### config.mk
export PLATFORM = sky130hd
export DESIGN_NAME = bit_packer_top
export DESIGN_NICKNAME = d
export VERILOG_FILES = /design/src/source/bitpack_cfg_pkg.sv /design/src/source/bitpack_types_pkg.sv /design/src/source/bit_fifo.sv /design/src/source/pack_ctrl.sv /design/src/source/word_counter.sv /design/src/source/bit_packer_top.sv
export SDC_FILE = /design/constraint.sdc
export NUM_CORES = 1
export LEC_CHECK = 0
export ABC_AREA = 0
export BUFFER_PORTS_ARGS = -buffer_cell sky130_fd_sc_hd__buf_2
export CORE_UTILIZATION = 35
export CTS_CLUSTER_DIAMETER = 120
export DETAILED_ROUTE_END_ITERATION = 10
export PLACE_DENSITY = 0.57
export SLEW_MARGIN = 20
export SYNTH_ARGS = -nofsm -noshare
export SYNTH_HDL_FRONTEND = slang
export SYNTH_SLANG_ARGS = --single-unit
### constraint.sdc
create_clock -name clk_i -period 4.8 [get_ports clk_i]
set_input_delay 0.48 -clock clk_i [delete_from_list [all_inputs] [get_ports clk_i]]
set_output_delay 0.48 -clock clk_i [all_outputs]
set_load 0.05 [all_outputs]
### src/source/bitpack_cfg_pkg.sv
package bitpack_cfg_pkg;

   // output word width
   localparam int WORD_W = 32;

   // widest code accepted from the producer
   localparam int CODE_MAX_W = 16;

   // code length field, holds 0 to 16
   localparam int LEN_W = 5;

   // one full word plus one widest code
   localparam int REG_W = WORD_W + CODE_MAX_W;

   // fifo level, covers 0 to REG_W
   localparam int LVL_W = 7;

   // words per stream
   localparam int CNT_W = 16;

endpackage

### src/source/bitpack_types_pkg.sv
package bitpack_types_pkg;

   import bitpack_cfg_pkg::*;

   // producer code, valid bits sit at the msb end of bits
   typedef struct packed {
      logic [LEN_W-1:0]      len;
      logic [CODE_MAX_W-1:0] bits;
   } code_t;

   // packed output word
   typedef struct packed {
      logic [WORD_W-1:0] data;
      logic              last;
   } word_t;

   // controller command to the bit fifo
   // write wins when both strobes are set
   typedef struct packed {
      logic             write;
      logic [LEN_W-1:0] wlen;
      logic             read;
      logic [LVL_W-1:0] rlen;
   } fifo_ctl_t;

endpackage

### src/source/bit_fifo.sv
`timescale 1ns/1ps

module bit_fifo
   import bitpack_cfg_pkg::*, bitpack_types_pkg::*;
(
   input  logic                  clk_i,
   input  logic                  arst_n_i,
   input  fifo_ctl_t             ctl_i,
   input  logic [CODE_MAX_W-1:0] code_bits_i,
   output logic [WORD_W-1:0]     rdata_o,
   output logic [LVL_W-1:0]      rlevel_o
);

   // bit store with the oldest bit at the msb
   logic [REG_W-1:0] data_q;
   logic [REG_W-1:0] data_d;

   // number of valid bits in data_q
   logic [LVL_W-1:0] level_q;
   logic [LVL_W-1:0] level_d;

   // keeps only the wlen leading bits of the incoming code
   logic [CODE_MAX_W-1:0] code_mask;

   // incoming code moved to just below the current level
   logic [REG_W-1:0] merge_bits;

   // keeps only the rlen leading bits of the read word
   logic [WORD_W-1:0] rd_mask;

   assign code_mask  = ~({CODE_MAX_W{1'b1}} >> ctl_i.wlen);
   assign merge_bits = {code_bits_i & code_mask, {WORD_W{1'b0}}} >> level_q;

   // bits past the level are always zero so the or below is a clean append
   assign rd_mask = ~({WORD_W{1'b1}} >> ctl_i.rlen);
   assign rdata_o = data_q[REG_W-1 -: WORD_W] & rd_mask;

   assign rlevel_o = level_q;

   always_comb begin
      data_d  = data_q;
      level_d = level_q;
      if (ctl_i.write) begin
         data_d  = data_q | merge_bits;
         level_d = level_q + LVL_W'(ctl_i.wlen);
      end else if (ctl_i.read) begin
         // drop the bits just read and shift zeros in from the bottom
         data_d  = data_q << ctl_i.rlen;
         level_d = level_q - ctl_i.rlen;
      end
   end

   always_ff @(posedge clk_i or negedge arst_n_i) begin
      if (!arst_n_i) begin
         data_q  <= '0;
         level_q <= '0;
      end else begin
         data_q  <= data_d;
         level_q <= level_d;
      end
   end

   // the controller must never overfill the register
   a_wr_in_range : assert property (
      @(posedge clk_i) disable iff (!arst_n_i)
      ctl_i.write |=> (level_q <= LVL_W'(REG_W))
   ) else $error("bit_fifo: write took level past %0d", REG_W);

   // a read only takes bits that were written before
   a_rd_le_level : assert property (
      @(posedge clk_i) disable iff (!arst_n_i)
      (ctl_i.read && !ctl_i.write) |-> (ctl_i.rlen <= level_q)
   ) else $error("bit_fifo: read of %0d bits with level %0d", ctl_i.rlen, level_q);

   // one read never spans more than a word
   a_rd_le_word : assert property (
      @(posedge clk_i) disable iff (!arst_n_i)
      ctl_i.read |-> (ctl_i.rlen <= LVL_W'(WORD_W))
   ) else $error("bit_fifo: read length %0d above word width", ctl_i.rlen);

endmodule

### src/source/pack_ctrl.sv
`timescale 1ns/1ps

module pack_ctrl
   import bitpack_cfg_pkg::*, bitpack_types_pkg::*;
(
   input  logic             clk_i,
   input  logic             arst_n_i,
   input  logic             code_valid_i,
   input  logic             flush_i,
   input  logic [LEN_W-1:0] code_len_i,
   input  logic [LVL_W-1:0] rlevel_i,
   output logic             accept_o,
   output fifo_ctl_t        fifo_ctl_o,
   output logic             word_read_o,
   output logic             last_o,
   output logic             done_o
);

   typedef enum logic [1:0] {
      RUN   = 2'd0,
      FLUSH = 2'd1,
      DONE  = 2'd2
   } state_t;

   state_t state_q;
   state_t state_d;

   // a code is written on this edge
   logic take_code;

   // flush request taken on this edge
   logic take_flush;

   // below a full word the fifo has room for one more code
   assign accept_o   = (state_q == RUN) && (rlevel_i < LVL_W'(WORD_W));
   assign take_code  = accept_o && code_valid_i;
   assign take_flush = accept_o && flush_i;
   assign done_o     = (state_q == DONE);

   always_comb begin
      state_d     = state_q;
      fifo_ctl_o  = '0;
      word_read_o = 1'b0;
      last_o      = 1'b0;
      case (state_q)
         RUN: begin
            if (take_code) begin
               fifo_ctl_o.write = 1'b1;
               fifo_ctl_o.wlen  = code_len_i;
            end else if (take_flush) begin
               state_d = FLUSH;
            end else if (!accept_o) begin
               // a full word is waiting
               fifo_ctl_o.read = 1'b1;
               fifo_ctl_o.rlen = LVL_W'(WORD_W);
               word_read_o     = 1'b1;
            end
         end
         FLUSH: begin
            // level is below a word here so one read empties the fifo
            if (rlevel_i != '0) begin
               fifo_ctl_o.read = 1'b1;
               fifo_ctl_o.rlen = rlevel_i;
               word_read_o     = 1'b1;
               last_o          = 1'b1;
            end
            state_d = DONE;
         end
         DONE: begin
            state_d = RUN;
         end
         default: begin
            state_d = RUN;
         end
      endcase
   end

   always_ff @(posedge clk_i or negedge arst_n_i) begin
      if (!arst_n_i) begin
         state_q <= RUN;
      end else begin
         state_q <= state_d;
      end
   end

   a_state_legal : assert property (
      @(posedge clk_i) disable iff (!arst_n_i)
      state_q inside {RUN, FLUSH, DONE}
   ) else $error("pack_ctrl: illegal state %0d", state_q);

   a_code_len : assert property (
      @(posedge clk_i) disable iff (!arst_n_i)
      take_code |-> (code_len_i >= LEN_W'(1)) && (code_len_i <= LEN_W'(CODE_MAX_W))
   ) else $error("pack_ctrl: code length %0d out of range", code_len_i);

endmodule

### src/source/word_counter.sv
`timescale 1ns/1ps

module word_counter
   import bitpack_cfg_pkg::*;
(
   input  logic             clk_i,
   input  logic             arst_n_i,
   input  logic             word_read_i,
   input  logic             done_i,
   output logic [CNT_W-1:0] count_o
);

   // words read so far in the current stream
   logic [CNT_W-1:0] run_cnt_q;

   // total of the last finished stream
   logic [CNT_W-1:0] total_q;

   always_ff @(posedge clk_i or negedge arst_n_i) begin
      if (!arst_n_i) begin
         run_cnt_q <= '0;
         total_q   <= '0;
      end else if (done_i) begin
         total_q   <= run_cnt_q;
         run_cnt_q <= '0;
      end else if (word_read_i) begin
         run_cnt_q <= run_cnt_q + 1'b1;
      end
   end

   // running count is already final while done is high
   assign count_o = done_i ? run_cnt_q : total_q;

   a_no_wrap : assert property (
      @(posedge clk_i) disable iff (!arst_n_i)
      (word_read_i && !done_i) |=> (run_cnt_q != '0)
   ) else $error("word_counter: word count wrapped");

endmodule

### src/source/bit_packer_top.sv
`timescale 1ns/1ps

module bit_packer_top
   import bitpack_cfg_pkg::*, bitpack_types_pkg::*;
(
   input  logic             clk_i,
   input  logic             arst_n_i,
   input  logic             code_valid_i,
   input  logic             flush_i,
   input  code_t            code_i,
   output logic             accept_o,
   output word_t            word_o,
   output logic             word_valid_o,
   output logic             done_o,
   output logic [CNT_W-1:0] word_count_o
);

   fifo_ctl_t         fifo_ctl;
   logic [LVL_W-1:0]  rlevel;
   logic [WORD_W-1:0] rdata;
   logic              word_read;
   logic              last;

   // output word register
   word_t word_q;
   logic  word_valid_q;

   pack_ctrl u_pack_ctrl (
      .clk_i       (clk_i),
      .arst_n_i    (arst_n_i),
      .code_valid_i(code_valid_i),
      .flush_i     (flush_i),
      .code_len_i  (code_i.len),
      .rlevel_i    (rlevel),
      .accept_o    (accept_o),
      .fifo_ctl_o  (fifo_ctl),
      .word_read_o (word_read),
      .last_o      (last),
      .done_o      (done_o)
   );

   bit_fifo u_bit_fifo (
      .clk_i      (clk_i),
      .arst_n_i   (arst_n_i),
      .ctl_i      (fifo_ctl),
      .code_bits_i(code_i.bits),
      .rdata_o    (rdata),
      .rlevel_o   (rlevel)
   );

   word_counter u_word_counter (
      .clk_i      (clk_i),
      .arst_n_i   (arst_n_i),
      .word_read_i(word_read),
      .done_i     (done_o),
      .count_o    (word_count_o)
   );

   // read data is combinational and is captured on the read edge
   always_ff @(posedge clk_i) begin
      if (word_read) begin
         word_q.data <= rdata;
         word_q.last <= last;
      end
   end

   always_ff @(posedge clk_i or negedge arst_n_i) begin
      if (!arst_n_i) begin
         word_valid_q <= 1'b0;
      end else begin
         word_valid_q <= word_read;
      end
   end

   assign word_o       = word_q;
   assign word_valid_o = word_valid_q;

endmodule

Word level (Yosys, flattened, before mapping)
Cells that the tools add are included.
{"block": "word_totals", "wordCells": 55, "register_bits": 123, "in_bits": 25, "output_inout_bits": 52}
{"block": "op_classes", "n_mux": 22, "n_reduce_logical": 8, "add_sub_neg": 3, "magnitude_cmp": 1, "n_shift": 4, "bitwise_logic": 5, "n_eq_ne": 4}
{"op": "48-bit two-way mux", "n": 2}
{"op": "16-bit two-way mux", "n": 3}
{"op": "48-bit bitwise OR", "n": 1}
{"op": "48-bit by 7-bit left shift with 48-bit output", "n": 1}
{"op": "48-bit by 7-bit right shift with 48-bit output", "n": 1}
{"op": "32-bit bitwise AND", "n": 1}
{"op": "8-bit two-way mux", "n": 4}
{"op": "32-bit inverter", "n": 1}
{"op": "32-bit by 7-bit right shift with 32-bit output, first input constant", "n": 1}
{"op": "16-bit by 1-bit adder with 16-bit output, second input constant", "n": 1}
{"op": "16-bit bitwise AND", "n": 1}
{"op": "16-bit inverter", "n": 1}
{"op": "8-bit one-hot mux with 2 select lines", "n": 1}
{"op": "16-bit by 5-bit right shift with 16-bit output, first input constant", "n": 1}
{"op": "7-bit two-way mux", "n": 2}
{"op": "6-bit two-way mux", "n": 2}
{"op": "7-bit by 5-bit adder with 7-bit output", "n": 1}
{"op": "7-bit by 6-bit < comparator with 1-bit output, second input constant", "n": 1}
{"op": "7-bit nonzero test", "n": 1}
{"op": "7-bit subtractor", "n": 1}
{"op": "1-bit two-way mux", "n": 4}
{"op": "2-bit two-way mux", "n": 2}
{"op": "2-bit one-hot mux with 2 select lines", "n": 1}
{"op": "2-bit nonzero test", "n": 2}
{"op": "8 further kinds", "n": 10}

Depth between registers and ports, before layout
{"block": "depth", "depth_word": 11, "ltp_mapped": 17, "ltp_nobuf": 13}

Cells and area by module
A second synthesis with hierarchy kept.
{"block": "unflattened", "cells_unflattened": 1110, "area_unflattened_um2": 10321.1}
{"module": "bit_fifo", "area_per_inst_um2": 7662.3, "seq_area_each_um2": 1376.3, "n_inst": 1, "cells_per_inst": 935}
{"module": "word_counter", "area_per_inst_um2": 1417.6, "seq_area_each_um2": 800.8, "n_inst": 1, "cells_per_inst": 114}
{"module": "bit_packer_top", "area_per_inst_um2": 1016.0, "seq_area_each_um2": 1016.0, "n_inst": 1, "cells_per_inst": 34}
{"module": "pack_ctrl", "area_per_inst_um2": 225.2, "seq_area_each_um2": 50.0, "n_inst": 1, "cells_per_inst": 27}

Worst setup path before layout
Ideal clock, no wire load.
{"block": "synth_path", "kind": "reg-to-reg", "startpoint": "reg u_pack_ctrl.state_q[1]", "endpoint": "reg u_bit_fifo.level_q[6] (netlist: u_bit_fifo.rlevel_o[6])", "path_stages_with_launch": 17, "period_less_slack_ns": 3.605, "required_time_ns": 4.674, "slack_ns": 1.195, "path_buffers": 4, "setup_time_ns": 0.126, "arrival_time_ns": 3.479, "cell_sequence": "dfrtp_1 buf_2 or4_4 nor2_1 buf_2 buf_2 buf_1 nand2_1 nand2_1 ha_1 fa_1 a21o_1 a21oi_1 o21ai_0 nor3_1 a21o_1 a221o_1"}
{"block": "synth_between", "elab_chain_len": 9, "word_cells_on_any_way": 16, "classes_between": "add/sub (2); eq/ne (1); mux (8); reduce/logical (5)"}
{"element": "start, declared", "line": "pack_ctrl.sv:25", "rtl": "state_t state_q;"}
{"element": "start signal, assigned", "line": "pack_ctrl.sv:82", "rtl": "state_q <= state_d;"}
{"element": "2-bit zero test", "line": "pack_ctrl.sv:35, pack_ctrl.sv:45"}
{"element": "1-bit logical AND", "line": "pack_ctrl.sv:35", "rtl": "assign accept_o = (state_q == RUN) && (rlevel_i < LVL_W'(WORD_W));"}
{"element": "8-bit two-way mux or 1-bit logical AND (tied branches)", "line": "pack_ctrl.sv:52, pack_ctrl.sv:37"}
{"element": "8-bit two-way mux", "line": "pack_ctrl.sv:50", "rtl": "end else if (take_flush) begin"}
{"element": "8-bit two-way mux", "line": "pack_ctrl.sv:47", "rtl": "if (take_code) begin"}
{"element": "8-bit one-hot mux with 2 select lines", "line": "pack_ctrl.sv:45", "rtl": "case (state_q)"}
{"element": "7-bit subtractor", "line": "bit_fifo.sv:49", "rtl": "level_d = level_q - ctl_i.rlen;"}
{"element": "7-bit two-way mux", "line": "bit_fifo.sv:46", "rtl": "end else if (ctl_i.read) begin"}
{"element": "7-bit two-way mux", "line": "bit_fifo.sv:43", "rtl": "if (ctl_i.write) begin"}
{"element": "end signal, assigned", "line": "bit_fifo.sv:59", "rtl": "level_q <= level_d;"}
{"element": "end, declared", "line": "bit_fifo.sv:19", "rtl": "logic [LVL_W-1:0] level_q;"}
Several ways; a longest one is shown, not always the timed one. The select of a mux whose other input is x is not followed.
A chain may end at the register's enable or synchronous reset.

Final worst setup path
Ends and elaborated chain as after synthesis.

==> results.json <==
{
  "outcome": "complete, no violations",
  "syn_to_final_growth_pct": 12.9,
  "start_kind": "register",
  "period_needed_ns": 3.95,
  "diodes": 0,
  "clock.fmax_mhz": 253,
  "numCtsBuffers": 17,
  "die_w_um": 172,
  "vias_per_cell": 6.64,
  "yosysSeqAreaShare_pct": 32.1,
  "clkSinkCount": 123,
  "die-area_um2": 29500,
  "p_leak_nw": 4.66,
  "drv_slew": 0,
  "drt_iter0_drc": 1803,
  "clkTransAtPathRegs_ns": 0.07,
  "io_buffers": 76,
  "finalHoldViolCount": 0,
  "synth_edf_count": 33,
  "antenna_found_initial": 1,
  "gp_congestion": 1.05,
  "synth_xor_xnor_area_share_pct": 1.65,
  "critPathRequiredTime_ns": 5.13,
  "finalWorstSetupSlack_ns": 0.852,
  "placed_area_um2": 10800,
  "setup_viol_count_final": 0,
  "syn-cell-area_um2": 10100,
  "dp_hpwl_mm": 33.8,
  "postCtsResizedCells": 0,
  "first_pass_iters": 6,
  "synth_flop_cell": "dfrtp_1",
  "setup_tns_ns": 0,
  "drv_cap": 0,
  "grt_pass1_wl_mm": 69.3,
  "synth_cell_type_count": 81,
  "fill_cells": 2929,
  "final_common_cell": "nand2_1",
  "gr-total-overflow": 0,
  "synthArstFlopShare_pct": 73.2,
  "clock_path_buffers": 2,
  "hp-class": "in2async",
  "layout-drive-gt1-share_pct": 16.1,
  "muxShareOfSynthArea_pct": 10.9,
  "core_area_um2": 28100,
  "ys_warn_count": 0,
  "cts_tree": "done",
  "cts_root_buffer": "clkbuf_16",
  "post-route-util_pct": 40.6,
  "criticalPathCategory": "reg2reg",
  "grt_use_total_pct": 32.4,
  "final_cell_mix": "nand2_1 (137), nor2_1 (114), a21oi_1 (105), dfrtp_1 (88), buf_2 (75)",
  "synth_nets": 1275,
  "fp-row-count": 61,
  "rsz0062_at_grt": "false",
  "worst_pin_slew_ns": 1.19,
  "ioPinCount": 77,
  "synth_compound_area_share_pct": 29.6,
  "cp-end-kind": "register",
  "vdd_drop_max_mv": 0.446,
  "grt_pass1_vias": 10300,
  "fin_nets": 1308,
  "wire_per_inst_um": 28.0,
  "holdBufCountCts": 0,
  "grt_start_max_net_pins": 46,
  "avgSynthCellArea_um2": 8.13,
  "antenna_left": 0,
  "post_cts_buffers": 0,
  "worstPathMaxFanout": 22,
  "clock_latency_ns": 0.44,
  "via_count": 11100,
  "pre_cts_ws_ns": 1.00,
  "clock_skew_ns": 0.0140,
  "cp.arrival_ns": 4.27,
  "wl_mm": 46.7,
  "synth.ff_latch_count": 123,
  "stdcell_area_um2": 11400,
  "drc": 0,
  "power_density_nw_per_um2": 724,
  "yosys.area_share.adder_pct": 1.19,
  "synthSimpleGateAreaFrac_pct": 19.5,
  "fp.dieH_um": 172,
  "cts_max_level": 4,
  "fin_crit_sh_pct": 82.3,
  "synth_top_family_by_area": "compound AO/OA/AOI/OAI gates",
  "relSlewSlack_pct": 19.8,
  "initial_utilization_pct": 35.9,
  "syn_inst": 1241
}
## state kept, by name, indices dropped and copies added, names as in the netlist
register	flops
u_word_counter.total_q	16
u_bit_fifo.rlevel_o	7
u_word_counter.run_cnt_q	16
word_valid_o	1
u_bit_fifo.data_q	48
word_o	33
u_pack_ctrl.state_q	2
## per-stage QoR
step	instances	power [W]	hold slack (ns)
global route	1665	0.00859	0.0498
floorplan	1241	0.00508	0.184
finish	1665	0.00824	0.0278
global placement	1633	0.00677	0.477
CTS	1665	0.00805	0.0364
detailed placement	1633	0.00674	0.481
## worst paths after layout
check | cells after the start | to | slack (ns) | startpoint
setup / recovery | 12 | u_bit_fifo.rlevel_o[6] | 0.85 | u_pack_ctrl.state_q[1]
hold / removal | 1 | u_bit_fifo.data_q[22] | 0.03 | arst_n_i
setup reg to reg | 12 | u_bit_fifo.rlevel_o[6] | 0.85 | u_pack_ctrl.state_q[1]
hold reg to reg | 1 | u_word_counter.total_q[0] | 0.49 | u_word_counter.total_q[0]
max in group asynchronous | 2 | u_bit_fifo.rlevel_o[0] | 3.92 | arst_n_i
min in group clk_i | 2 | u_pack_ctrl.state_q[0] | 0.32 | flush_i
## where the power goes
group	leakage [nW]	internal, W	total [W]	switching (W)
registers	1.56	0.00147	0.00192	0.000451
logic	2.82	0.00144	0.00503	0.00359
clock network	0.278	0.000690	0.00129	0.000604
total	4.66	0.00360	0.00824	0.00464
## worst max-delay path: stages, from the launching register on
cell and delay, ns:
dfrtp_1 0.63, or4_4 0.69, inv_2 0.13, nand2_1 0.40, nand2_1 0.20, nand2_1 0.10, fa_1 0.41, a21o_1 0.17
a21oi_1 0.23, o21ai_0 0.27, xnor2_1 0.22, o21ai_0 0.08, a221o_1 0.31
## routing by layer
layer	vias to the layer above	routed length, um	GRT usage [%]
li1	4757	-	-
met1	5287	18900	44.3
met2	846	19500	46.6
met3	171	5630	7.96
met4	2	2690	17.4
met5	-	13	0
## cell families (layout without fill, tap and decap cells)
| logic type | after synthesis | after routing |
|---|---|---|
| compound gates | 439 | 439 |
| simple gates | 425 | 425 |
| buf+inv | 124 | 170 |
| flops | 123 | 123 |
| mux | 102 | 102 |
| xor+xnor | 19 | 19 |
| fa+ha+maj | 9 | 9 |
## Yosys cell counts (10+ instances only)
master    count  area share [%]
nand2_1     138             5.1
nor2_1      115             4.3
a21oi_1     105             5.2
dfrtp_1      90              22
mux2i_1      74             7.3
clkbuf_1     52             1.9
o21ai_0      51             2.5
nand3_1      49             2.4
edfxtp_1     33             9.8
nor3_1       31             1.5
buf_2        28             1.4
nor2b_1      27             1.7
a22oi_1      25             1.9
o211ai_1     24             1.8
a31oi_1      23             1.4
mux2_2       23             2.6
o22ai_1      21             1.3
o21ai_1      20            0.99
o21a_1       19             1.4
a211oi_1     18             1.3
buf_1        18            0.67
inv_1        14            0.52
a32oi_1      11            0.95
and3_1       11            0.68
a21o_1       10            0.74
a221oi_1     10            0.87
xnor2_1      10            0.87
## layout make-up
type                       instances  area (um^2)  area share [%]
clock buffer                      17          425            3.73
clock inverter                    15          139            1.22
inverter                          23         86.3           0.758
multi-input combinational        994         6340            55.7
sequential                       123         3250            28.5
tap                              378          473            4.15
timing repair buffer             115          676            5.93
Power figures use the tool's default switching activity.
